### config.mk
export PLATFORM = sky130hd
export DESIGN_NAME = matrix_ctrl_top
export DESIGN_NICKNAME = d
export VERILOG_FILES = /design/src/hdl/matrix_pkg.sv /design/src/hdl/matrix_cmd_decode.sv /design/src/hdl/matrix_stack.sv /design/src/hdl/matrix_exec.sv /design/src/hdl/matrix_result.sv /design/src/hdl/matrix_ctrl_top.sv
export SDC_FILE = /design/constraint.sdc
export NUM_CORES = 2
export LEC_CHECK = 0
export BUFFER_PORTS_ARGS = -buffer_cell sky130_fd_sc_hd__buf_2
export CORE_MARGIN = 1
export CORE_UTILIZATION = 51
export CTS_CLUSTER_SIZE = 40
export DETAILED_ROUTE_END_ITERATION = 8
export GPL_TIMING_DRIVEN = 0
export PLACE_DENSITY = 0.65
export SLEW_MARGIN = 20
export SYNTH_ARGS = -nofsm -noshare
export SYNTH_HDL_FRONTEND = slang
export SYNTH_SLANG_ARGS = --single-unit
export TNS_END_PERCENT = 30
### constraint.sdc
create_clock -name clk -period 50.7 [get_ports clk]
set_clock_uncertainty 0.1 [all_clocks]
set_input_delay 12.675 -clock clk [delete_from_list [all_inputs] [get_ports clk]]
set_output_delay 12.675 -clock clk [all_outputs]
set_load 0.005 [all_outputs]
### src/hdl/matrix_pkg.sv
package matrix_pkg;

    ////////////////////////////////////////////////////////////////////////////
    // matrix payload
    ////////////////////////////////////////////////////////////////////////////

    typedef logic [0:3][31:0] row_t;            // four floats, element 0 in top word
    typedef row_t [0:3] matrix_t;               // row 0 in top 128 bits

    ////////////////////////////////////////////////////////////////////////////
    // host commands and stack operations
    ////////////////////////////////////////////////////////////////////////////

    typedef enum logic [2:0]
    {
        OP_NOP     = 3'd0,
        OP_LOAD    = 3'd1,                      // one row per cycle, four cycles
        OP_POP     = 3'd2,
        OP_LOAD_ID = 3'd3,
        OP_WRITE   = 3'd4                       // all four rows at once
    } mat_opcode_t;

    typedef enum logic [1:0]
    {
        KIND_NONE = 2'd0,
        KIND_PUSH = 2'd1,
        KIND_POP  = 2'd2,
        KIND_SET  = 2'd3                        // overwrite top in place
    } mat_kind_t;

    typedef struct packed
    {
        logic      valid;
        mat_kind_t kind;
        logic      mode;                        // 0 modelview, 1 projection
        matrix_t   matrix;
    } mat_op_t;

    typedef struct packed
    {
        logic    valid;
        logic    mode;
        logic    err;                           // addressed stack refused the op
        matrix_t mv_top;
        matrix_t pj_top;
    } mat_status_t;

    ////////////////////////////////////////////////////////////////////////////
    // constants
    ////////////////////////////////////////////////////////////////////////////

    localparam int STACK_DEPTH = 2;             // matrices per stack
    localparam int DEPTH_W     = 2;             // holds 0..STACK_DEPTH

    localparam matrix_t IDENTITY =
    {
        128'h3F800000_00000000_00000000_00000000,
        128'h00000000_3F800000_00000000_00000000,
        128'h00000000_00000000_3F800000_00000000,
        128'h00000000_00000000_00000000_3F800000
    };

endpackage

### src/hdl/matrix_cmd_decode.sv
module matrix_cmd_decode
(
    input  logic                    clk,
    input  logic                    arst_n,
    input  logic                    cmd_valid,
    input  matrix_pkg::mat_opcode_t cmd_op,
    input  logic                    cmd_mode,
    input  matrix_pkg::matrix_t     cmd_rows,
    output matrix_pkg::mat_op_t     op
);

    logic [1:0]             row_cnt;            // load rows already collected
    logic                   load_mode;          // mode the partial load began in
    matrix_pkg::row_t [0:2] asm_rows;           // rows 0..2 wait here for row 3
    logic                   restart;
    logic [1:0]             row_idx;
    matrix_pkg::mat_op_t    op_d;

    // a mode change mid-load drops the partial rows, this row becomes row 0
    assign restart = (row_cnt != 2'd0) && (cmd_mode != load_mode);
    assign row_idx = restart ? 2'd0 : row_cnt;

    ////////////////////////////////////////////////////////////////////////////
    // opcode to stack op
    ////////////////////////////////////////////////////////////////////////////

    always_comb
    begin
        op_d.valid  = cmd_valid;
        op_d.kind   = matrix_pkg::KIND_NONE;
        op_d.mode   = cmd_mode;
        op_d.matrix = cmd_rows;                 // write uses all four rows as is
        case (cmd_op)
            matrix_pkg::OP_LOAD:
            begin
                op_d.valid  = cmd_valid && (row_idx == 2'd3);   // push on last row only
                op_d.kind   = matrix_pkg::KIND_PUSH;
                op_d.matrix = {asm_rows[0], asm_rows[1], asm_rows[2], cmd_rows[0]};
            end
            matrix_pkg::OP_POP:
                op_d.kind = matrix_pkg::KIND_POP;
            matrix_pkg::OP_LOAD_ID:
            begin
                op_d.kind   = matrix_pkg::KIND_SET;
                op_d.matrix = matrix_pkg::IDENTITY;
            end
            matrix_pkg::OP_WRITE:
                op_d.kind = matrix_pkg::KIND_SET;
            default:
                op_d.kind = matrix_pkg::KIND_NONE;  // nop and spare codes
        endcase
    end

    ////////////////////////////////////////////////////////////////////////////
    // row assembly and op register
    ////////////////////////////////////////////////////////////////////////////

    always_ff @(posedge clk or negedge arst_n)
    begin
        if (!arst_n)
        begin
            row_cnt  <= 2'd0;
            op.valid <= 1'b0;
        end
        else
        begin
            op <= op_d;
            if (cmd_valid)
            begin
                if (cmd_op == matrix_pkg::OP_LOAD)
                begin
                    row_cnt   <= row_idx + 2'd1;    // wraps to 0 after row 3
                    load_mode <= cmd_mode;
                    if (row_idx != 2'd3)
                        asm_rows[row_idx] <= cmd_rows[0];
                end
                else
                    row_cnt <= 2'd0;            // any other command abandons the load
            end
        end
    end

endmodule

### src/hdl/matrix_stack.sv
module matrix_stack
(
    input  logic                  clk,
    input  logic                  arst_n,
    input  matrix_pkg::mat_kind_t kind,
    input  logic                  en,
    input  matrix_pkg::matrix_t   matrix,
    output matrix_pkg::matrix_t   top,
    output logic                  refused
);

    typedef logic [matrix_pkg::DEPTH_W-1:0] depth_t;

    matrix_pkg::matrix_t mem [matrix_pkg::STACK_DEPTH];   // slot 0 is the base
    depth_t              depth;                 // matrices held, never below 1
    depth_t              wr_idx;
    logic                full;
    logic                last;                  // only the base matrix left
    logic                do_push;
    logic                do_pop;
    logic                do_set;

    assign full = (depth == depth_t'(matrix_pkg::STACK_DEPTH));
    assign last = (depth == depth_t'(1));

    ////////////////////////////////////////////////////////////////////////////
    // op qualification
    ////////////////////////////////////////////////////////////////////////////

    assign do_push = en && (kind == matrix_pkg::KIND_PUSH) && !full;
    assign do_pop  = en && (kind == matrix_pkg::KIND_POP) && !last;
    assign do_set  = en && (kind == matrix_pkg::KIND_SET);

    // refused ops leave storage and depth alone
    assign refused = en && (((kind == matrix_pkg::KIND_PUSH) && full) ||
                            ((kind == matrix_pkg::KIND_POP) && last));

    // push lands above the top, set lands on it
    assign wr_idx = do_push ? depth : depth - depth_t'(1);

    ////////////////////////////////////////////////////////////////////////////
    // storage and depth counter
    ////////////////////////////////////////////////////////////////////////////

    always_ff @(posedge clk or negedge arst_n)
    begin
        if (!arst_n)
        begin
            depth  <= depth_t'(1);
            mem[0] <= matrix_pkg::IDENTITY;     // one identity at reset
        end
        else
        begin
            for (int i = 0; i < matrix_pkg::STACK_DEPTH; i++)
            begin
                if ((do_push || do_set) && (i == int'(wr_idx)))
                    mem[i] <= matrix;
            end
            if (do_push)
                depth <= depth + depth_t'(1);
            else if (do_pop)
                depth <= depth - depth_t'(1);   // popped slot just goes stale
        end
    end

    // top of stack, plain mux on depth
    always_comb
    begin
        top = mem[0];
        for (int i = 1; i < matrix_pkg::STACK_DEPTH; i++)
        begin
            if (i == int'(depth) - 1)
                top = mem[i];
        end
    end

endmodule

### src/hdl/matrix_exec.sv
module matrix_exec
(
    input  logic                    clk,
    input  logic                    arst_n,
    input  matrix_pkg::mat_op_t     op,
    output matrix_pkg::mat_status_t status
);

    logic                en_mv;
    logic                en_pj;
    logic                refused_mv;
    logic                refused_pj;
    matrix_pkg::matrix_t top_mv;
    matrix_pkg::matrix_t top_pj;
    logic                st_valid;
    logic                st_mode;
    logic                st_err;

    // only the addressed stack sees the op
    assign en_mv = op.valid && !op.mode;
    assign en_pj = op.valid && op.mode;

    ////////////////////////////////////////////////////////////////////////////
    // the two stacks
    ////////////////////////////////////////////////////////////////////////////

    matrix_stack u_modelview
    (
        .clk     (clk),
        .arst_n  (arst_n),
        .kind    (op.kind),
        .en      (en_mv),
        .matrix  (op.matrix),                   // identity already filled in by decode
        .top     (top_mv),
        .refused (refused_mv)
    );

    matrix_stack u_projection
    (
        .clk     (clk),
        .arst_n  (arst_n),
        .kind    (op.kind),
        .en      (en_pj),
        .matrix  (op.matrix),
        .top     (top_pj),
        .refused (refused_pj)
    );

    ////////////////////////////////////////////////////////////////////////////
    // status, same edge as the stack update
    ////////////////////////////////////////////////////////////////////////////

    always_ff @(posedge clk or negedge arst_n)
    begin
        if (!arst_n)
        begin
            st_valid <= 1'b0;
            st_err   <= 1'b0;
        end
        else
        begin
            st_valid <= op.valid;
            st_mode  <= op.mode;
            st_err   <= op.valid && (op.mode ? refused_pj : refused_mv);
        end
    end

    // tops come straight off the stacks, already past this op's update
    assign status.valid  = st_valid;
    assign status.mode   = st_mode;
    assign status.err    = st_err;
    assign status.mv_top = top_mv;
    assign status.pj_top = top_pj;

endmodule

### src/hdl/matrix_result.sv
module matrix_result
(
    input  logic                    clk,
    input  logic                    arst_n,
    input  matrix_pkg::mat_status_t status,
    output matrix_pkg::matrix_t     top_matrix,
    output logic                    top_mode,
    output logic                    done,
    output logic                    err
);

    matrix_pkg::matrix_t sel_top;               // top of the stack just touched

    assign sel_top = status.mode ? status.pj_top : status.mv_top;

    ////////////////////////////////////////////////////////////////////////////
    // output register
    ////////////////////////////////////////////////////////////////////////////

    always_ff @(posedge clk or negedge arst_n)
    begin
        if (!arst_n)
        begin
            done <= 1'b0;
            err  <= 1'b0;
        end
        else
        begin
            done <= status.valid;               // one cycle per command
            err  <= status.valid && status.err;
            if (status.valid)
            begin
                top_matrix <= sel_top;          // held until the next command
                top_mode   <= status.mode;
            end
        end
    end

endmodule

### src/hdl/matrix_ctrl_top.sv
module matrix_ctrl_top
(
    input  logic                    clk,
    input  logic                    arst_n,
    input  logic                    cmd_valid,
    input  matrix_pkg::mat_opcode_t cmd_op,
    input  logic                    cmd_mode,
    input  matrix_pkg::matrix_t     cmd_rows,
    output matrix_pkg::matrix_t     top_matrix,
    output logic                    top_mode,
    output logic                    done,
    output logic                    err
);

    matrix_pkg::mat_op_t     op;                // decode -> execute
    matrix_pkg::mat_status_t status;            // execute -> result

    ////////////////////////////////////////////////////////////////////////////
    // decode, execute, result, one register stage each
    ////////////////////////////////////////////////////////////////////////////

    matrix_cmd_decode u_decode
    (
        .clk       (clk),
        .arst_n    (arst_n),
        .cmd_valid (cmd_valid),
        .cmd_op    (cmd_op),
        .cmd_mode  (cmd_mode),
        .cmd_rows  (cmd_rows),
        .op        (op)
    );

    matrix_exec u_exec
    (
        .clk    (clk),
        .arst_n (arst_n),
        .op     (op),
        .status (status)
    );

    matrix_result u_result
    (
        .clk        (clk),
        .arst_n     (arst_n),
        .status     (status),
        .top_matrix (top_matrix),
        .top_mode   (top_mode),
        .done       (done),
        .err        (err)
    );

endmodule

# == Word-level counts from Yosys, hierarchy flattened ==
# Cells that the tools add are included.
# totals
wordCells,214
inputBits,519
ff_bits,3473
output_inout_bits,515
# op_classes
eq_ne,18
reduce_logical,47
order_cmp,2
bitwise,1
muxes,18
n_addsub,7
# op_table
operator,n
two-way mux 512 bit,3
one-hot mux 512 bit (2 select lines),1
bitwise mux 384 bit,1
demux 128 bit (select 2 bit),1
two-way mux 128 bit,1
logical AND 1 bit,27
two-way mux 2 bit,8
"equality test 2 bit, second input constant",5
"adder 2 x 1 -> 2 bit, second input constant",3
"equality test 2 x 1 -> 1 bit, second input constant",3
"equality test 2 x 3 -> 1 bit, first input constant",2
"equality test 3 x 2 -> 1 bit, second input constant",2
one-hot mux 2 bit (3 select lines),1
AND reduction 2 bit,3
nonzero test 2 bit,3
"subtractor 2 x 1 -> 3 bit, second input constant",2
zero test 1 bit,5
"equality test 2 bit, first input constant",2
zero test 2 bit,2
logical OR 1 bit,4
AND reduction 4 bit,1
"subtractor 2 x 1 -> 2 bit, second input constant",2
"equality test 3 x 1 -> 1 bit, second input constant",1
"equality test 3 bit, second input constant",1
8 further kinds,9

# == Depth between registers and ports, before layout ==
# logic_depth
ltp_word,9
mapped_depth,9
mapped_depth_nobuf,6

# == Cells and area by module ==
# A second synthesis with hierarchy kept.
# unflattened
cells_unflattened,7024
area_unflattened_um2,136099.3
# by_module_without_submodules
module,n_inst,cells_each,seq_area_each_um2,area_each_um2
matrix_stack,2,2186,28273.4,40801.6
matrix_cmd_decode,1,1556,27101.0,32484.9
matrix_result,1,1086,15454.8,21876.0
matrix_exec,1,10,80.1,135.1

# == Worst setup path after synthesis ==
# No wires, ideal clock.
# synth_path
kind,in2reg
from,input port arst_n
to,"register u_exec.u_projection.mem[0] in the netlist's numbering, enable pin"
setup_slack_ps,1584
t_arrival_ps,46996
cell_stages,2
setup_ps,2020
path_buffers,0
required_ps,48580
path_cell_list,nand2_1 > nor3_1
# synth_between
elab_chain_cells,1
# synth_lines
element,line_no,source
from (decl),matrix_ctrl_top.sv:4,"input logic arst_n,"
AND reduction 2 bit (no line),n/a,
"to (signal, indexed assignment)",matrix_stack.sv:57,mem[i] <= matrix;
to (decl),matrix_stack.sv:14,matrix_pkg::matrix_t mem [matrix_pkg::STACK_DEPTH];
# Every way passes these cells.
# A chain may end at the register's enable or synchronous reset.

# == Worst setup path after layout ==
# layout_path
from,input port arst_n
to,"register u_exec.u_modelview.mem[327] in the netlist's numbering, enable pin"
# layout_between
elab_chain_cells,1
# layout_lines
element,line_no
AND reduction 2 bit (no line),n/a
"to (signal, indexed assignment)",matrix_stack.sv:57
to (decl),matrix_stack.sv:14
# Every way passes these cells.

==> flow_summary.ini <==
[run_status]
run_status = completed

[timing]
setup_viol = 0
period_share = 0.340
finalSetupTns_ns = 0
drv_slew = 0
tightest_slew_ns = 1.33
fin_crit_ns = 17.23
maxSlewHeadroom = 0.111
fin_ws_ns = 33.47
grt_setup_unrepaired = no
final-hold-violation-count = 0
max_freq_mhz = 58.0

[critical_path]
reg2reg_from = u_exec.u_modelview.depth[0]
cp_slowest_cell = nor3_2
cp.arrival_ns = 17.79
rrSetupSlack_ns = 46.03
crit_fanout = 120
max_stage_delay_ns = 0.60
worstSetupStartpointType = primary input
rr_endpoint = u_result.top_matrix[118]
crit_top_cell = buf_4
crit_chain = buf_12 > buf_16 > buf_16 > buf_16 > nand2_1 > nor3_2 > buf_6 > buf_6 > buf_4 > buf_4 > buf_4 > buf_6 > buf_6 > buf_4 > buf_6 > buf_4 > buf_4
required_ns = 51.26
cp_top_family = buffers and inverters
critPathKind = primary input to register
critPathBufInv = 15
rr_worst_depth = 8
end_kind = register

[drt]
drt_iter0_drc = 10200
drt_wl_total_um = 466000
ant_nets = 0
dr.pass1.iters = 6
dr_total_vias = 81100
drc_errors = 0
via_per_inst = 6.19
wl_per_cell_um = 35.6

[global_routing]
grt-ovfl-total = 0
grt_pass1_vias = 78000
grt_antenna_before_repair = 106
grt_pass1_wl_um = 631000
grt_use_total = 0.350
grt_max_degree = 133

[clocking]
clock-sinks = 3473
tritoncts = built
post_cts_buffers = 0
clkSlewWorstSetupHoldPaths_ns = 0.06
cts_resized = 0
clock_path_buffers = 4
htree_num_levels = 5
numCtsBuffers = 369
insertion_delay_ns = 1.00
holdBufCountCts = 0
cts_root_buf = clkbuf_16

[min_path]
hold_depth = 0
hold_start = u_exec.st_valid
hold_path_class = register to register
hold_end = u_result.done

[logic_synthesis]
synth.avg_cell_area_um2 = 17.3
yosysWarnings = 0
seq_area_frac_synth = 0.745
synthesis.nets = 8238
synth.distinct_cells = 34
ys_seq_elements = 3473
syn_inst = 7711
syn_area_um2 = 133000

[die]
core_um2 = 259000
die_w_um = 513
start_util = 0.513
die_h_um = 513
std_cell_rows = 187
ios = 1034
die_area_um2 = 263000

[layout]
fillers = 19400
area_delta_synth_final_pct = 18.1
final_util = 0.606
finalNetCount = 9850
drive_gt1_frac = 0.317

[power]
seqPwrFrac = 0.468
p_per_area_nw_per_um2 = 53.6
clkPwrFrac = 0.315
switchingPower_uw = 2410
ir_drop_uv = 37.0
p_leak_uw = 0.0582
p_int_uw = 6020
switching_share = 0.285
comb_power_share = 0.217

[placement]
place_ws_ns = 32.50
gp_congestion = 0.907
hpwl_um = 333000
io_buffer_count = 1032

[flow_run]
max-cap-violations = 0
layer usage:
metal  global-route usage  vias up  wire [um]
li1                     -    33200          -
met1                0.478    42600     181000
met2                0.530     4503     213000
met3               0.0813      785      47400
met4                0.173       66      24600
met5                    0        -        439
state kept, by name (all words and copies together) (netlist names), 2 cells and up:
register,flops
u_decode.asm_rows,384
u_decode.op,516
u_decode.row_cnt,2
u_exec.u_modelview.depth,2
u_exec.u_modelview.mem,1024
u_exec.u_projection.depth,2
u_exec.u_projection.mem,1024
u_result.top_matrix,512
metrics by stage:
stage / cells / hold WS (ns) / area (um2) / power, uW
global route: 13000 / 0.311 / 157000 / 8720
detailed placement: 12400 / 0.295 / 145000 / 5800
floorplan: 7711 / 0.259 / 133000 / 5100
global placement: 12100 / 0.276 / 143000 / 5840
finish: 13100 / 0.286 / 157000 / 8430
CTS: 13000 / 0.303 / 157000 / 8430
synth_stat cells (all sizes together):
cell type	instances	area share
o41ai	1	0.000066
nand3	1	0.000038
and2	3	0.00014
nor3	2	0.000075
nand2b	3	0.00014
o21a	1	0.000056
nor3b	4	0.00026
ha	8	0.00075
inv	8	0.00023
a221o	1	0.000075
nand2	40	0.0011
a21oi	516	0.019
o32ai	1	0.000066
nor2b	514	0.024
and3	4	0.00019
xnor2	6	0.00039
a22o	485	0.032
a211oi	512	0.029
o2bb2ai	1	0.000066
mux2i	514	0.039
edfxtp	2438	0.55
o211ai	3	0.00017
mux2	1024	0.087
o21ai	34	0.0013
nor2	36	0.0010
clkbuf	318	0.0090
dfstp	58	0.011
buf	198	0.010
dfrtp	977	0.18
kinds of logic after synthesis:
| family | count (synthesis) | synth area share |
|---|---|---|
| XOR/XNOR | 6 | 0.000395 |
| adder cells (fa/ha/maj) | 8 | 0.000752 |
| AO/OA/AOI/OAI | 1555 | 0.0820 |
| multiplexers | 1538 | 0.125 |
| flip-flops | 3473 | 0.745 |
| buffers and inverters | 524 | 0.0194 |
| AND/OR/NAND/NOR | 607 | 0.0271 |
placed cells by master, fill, tap and decap left out, types with 31 or more instances in the layout:
cell type / netlist / routed
edfxtp_1: 2438 / 2438
buf_2: 64 / 1096
mux2_2: 1024 / 1024
dfrtp_1: 977 / 977
a21oi_1: 515 / 515
mux2i_1: 514 / 514
nor2b_1: 514 / 514
a211oi_1: 512 / 512
a22o_1: 485 / 485
clkbuf_1: 318 / 375
clkbuf_16: 0 / 373
buf_4: 58 / 179
buf_6: 43 / 80
diode_2: 0 / 79
clkinv_2: 0 / 59
dfstp_2: 58 / 58
clkinv_1: 0 / 52
nand2_1: 40 / 40
clkbuf_2: 0 / 39
nor2_1: 36 / 36
buf_16: 0 / 36
o21ai_0: 34 / 33
buf_1: 33 / 32
bufinv_16: 0 / 31
power groups by stage:
stage	Sequential [uW]	Combinational [uW]	Clock [uW]
after global routing	3990	1940	2790
after CTS	3930	1820	2680
after global placement	4100	1750	0
after floorplan	3930	1170	0
final	3940	1830	2660
after detailed placement	3990	1810	0
cell type report:
| cell class | count | area (um2) | share of cell area |
|---|---|---|---|
| multi-input combinational | 3714 | 31400 | 0.200 |
| tap | 3402 | 4260 | 0.0271 |
| inverter | 8 | 30.0 | 0.000191 |
| buffer | 516 | 2610 | 0.0166 |
| sequential | 3473 | 99200 | 0.631 |
| antenna | 79 | 198 | 0.00126 |
| timing repair buffer | 1241 | 7790 | 0.0496 |
| clock buffer | 496 | 10100 | 0.0640 |
| clock inverter | 169 | 1710 | 0.0109 |
how the worst max path moves through the flow:
| stage | start | endpoint | slack [ns] | cells past startpoint |
|---|---|---|---|---|
| 4_1_cts | arst_n | u_exec.u_modelview.mem[327] | 33.54 | 17 |
| 5_1_grt | arst_n | u_exec.u_modelview.mem[330] | 33.17 | 17 |
| 2_1_floorplan | arst_n | u_exec.u_projection.mem[0] | 1.58 | 2 |
| 3_3_place_gp | arst_n | u_exec.u_projection.mem[337] | -67.64 | 3 |
| 3_5_place_dp | arst_n | u_exec.u_modelview.mem[334] | 32.50 | 17 |
| 6_report | arst_n | u_exec.u_modelview.mem[327] | 33.47 | 17 |
No activity file was read; power rests on OpenSTA's default activity.
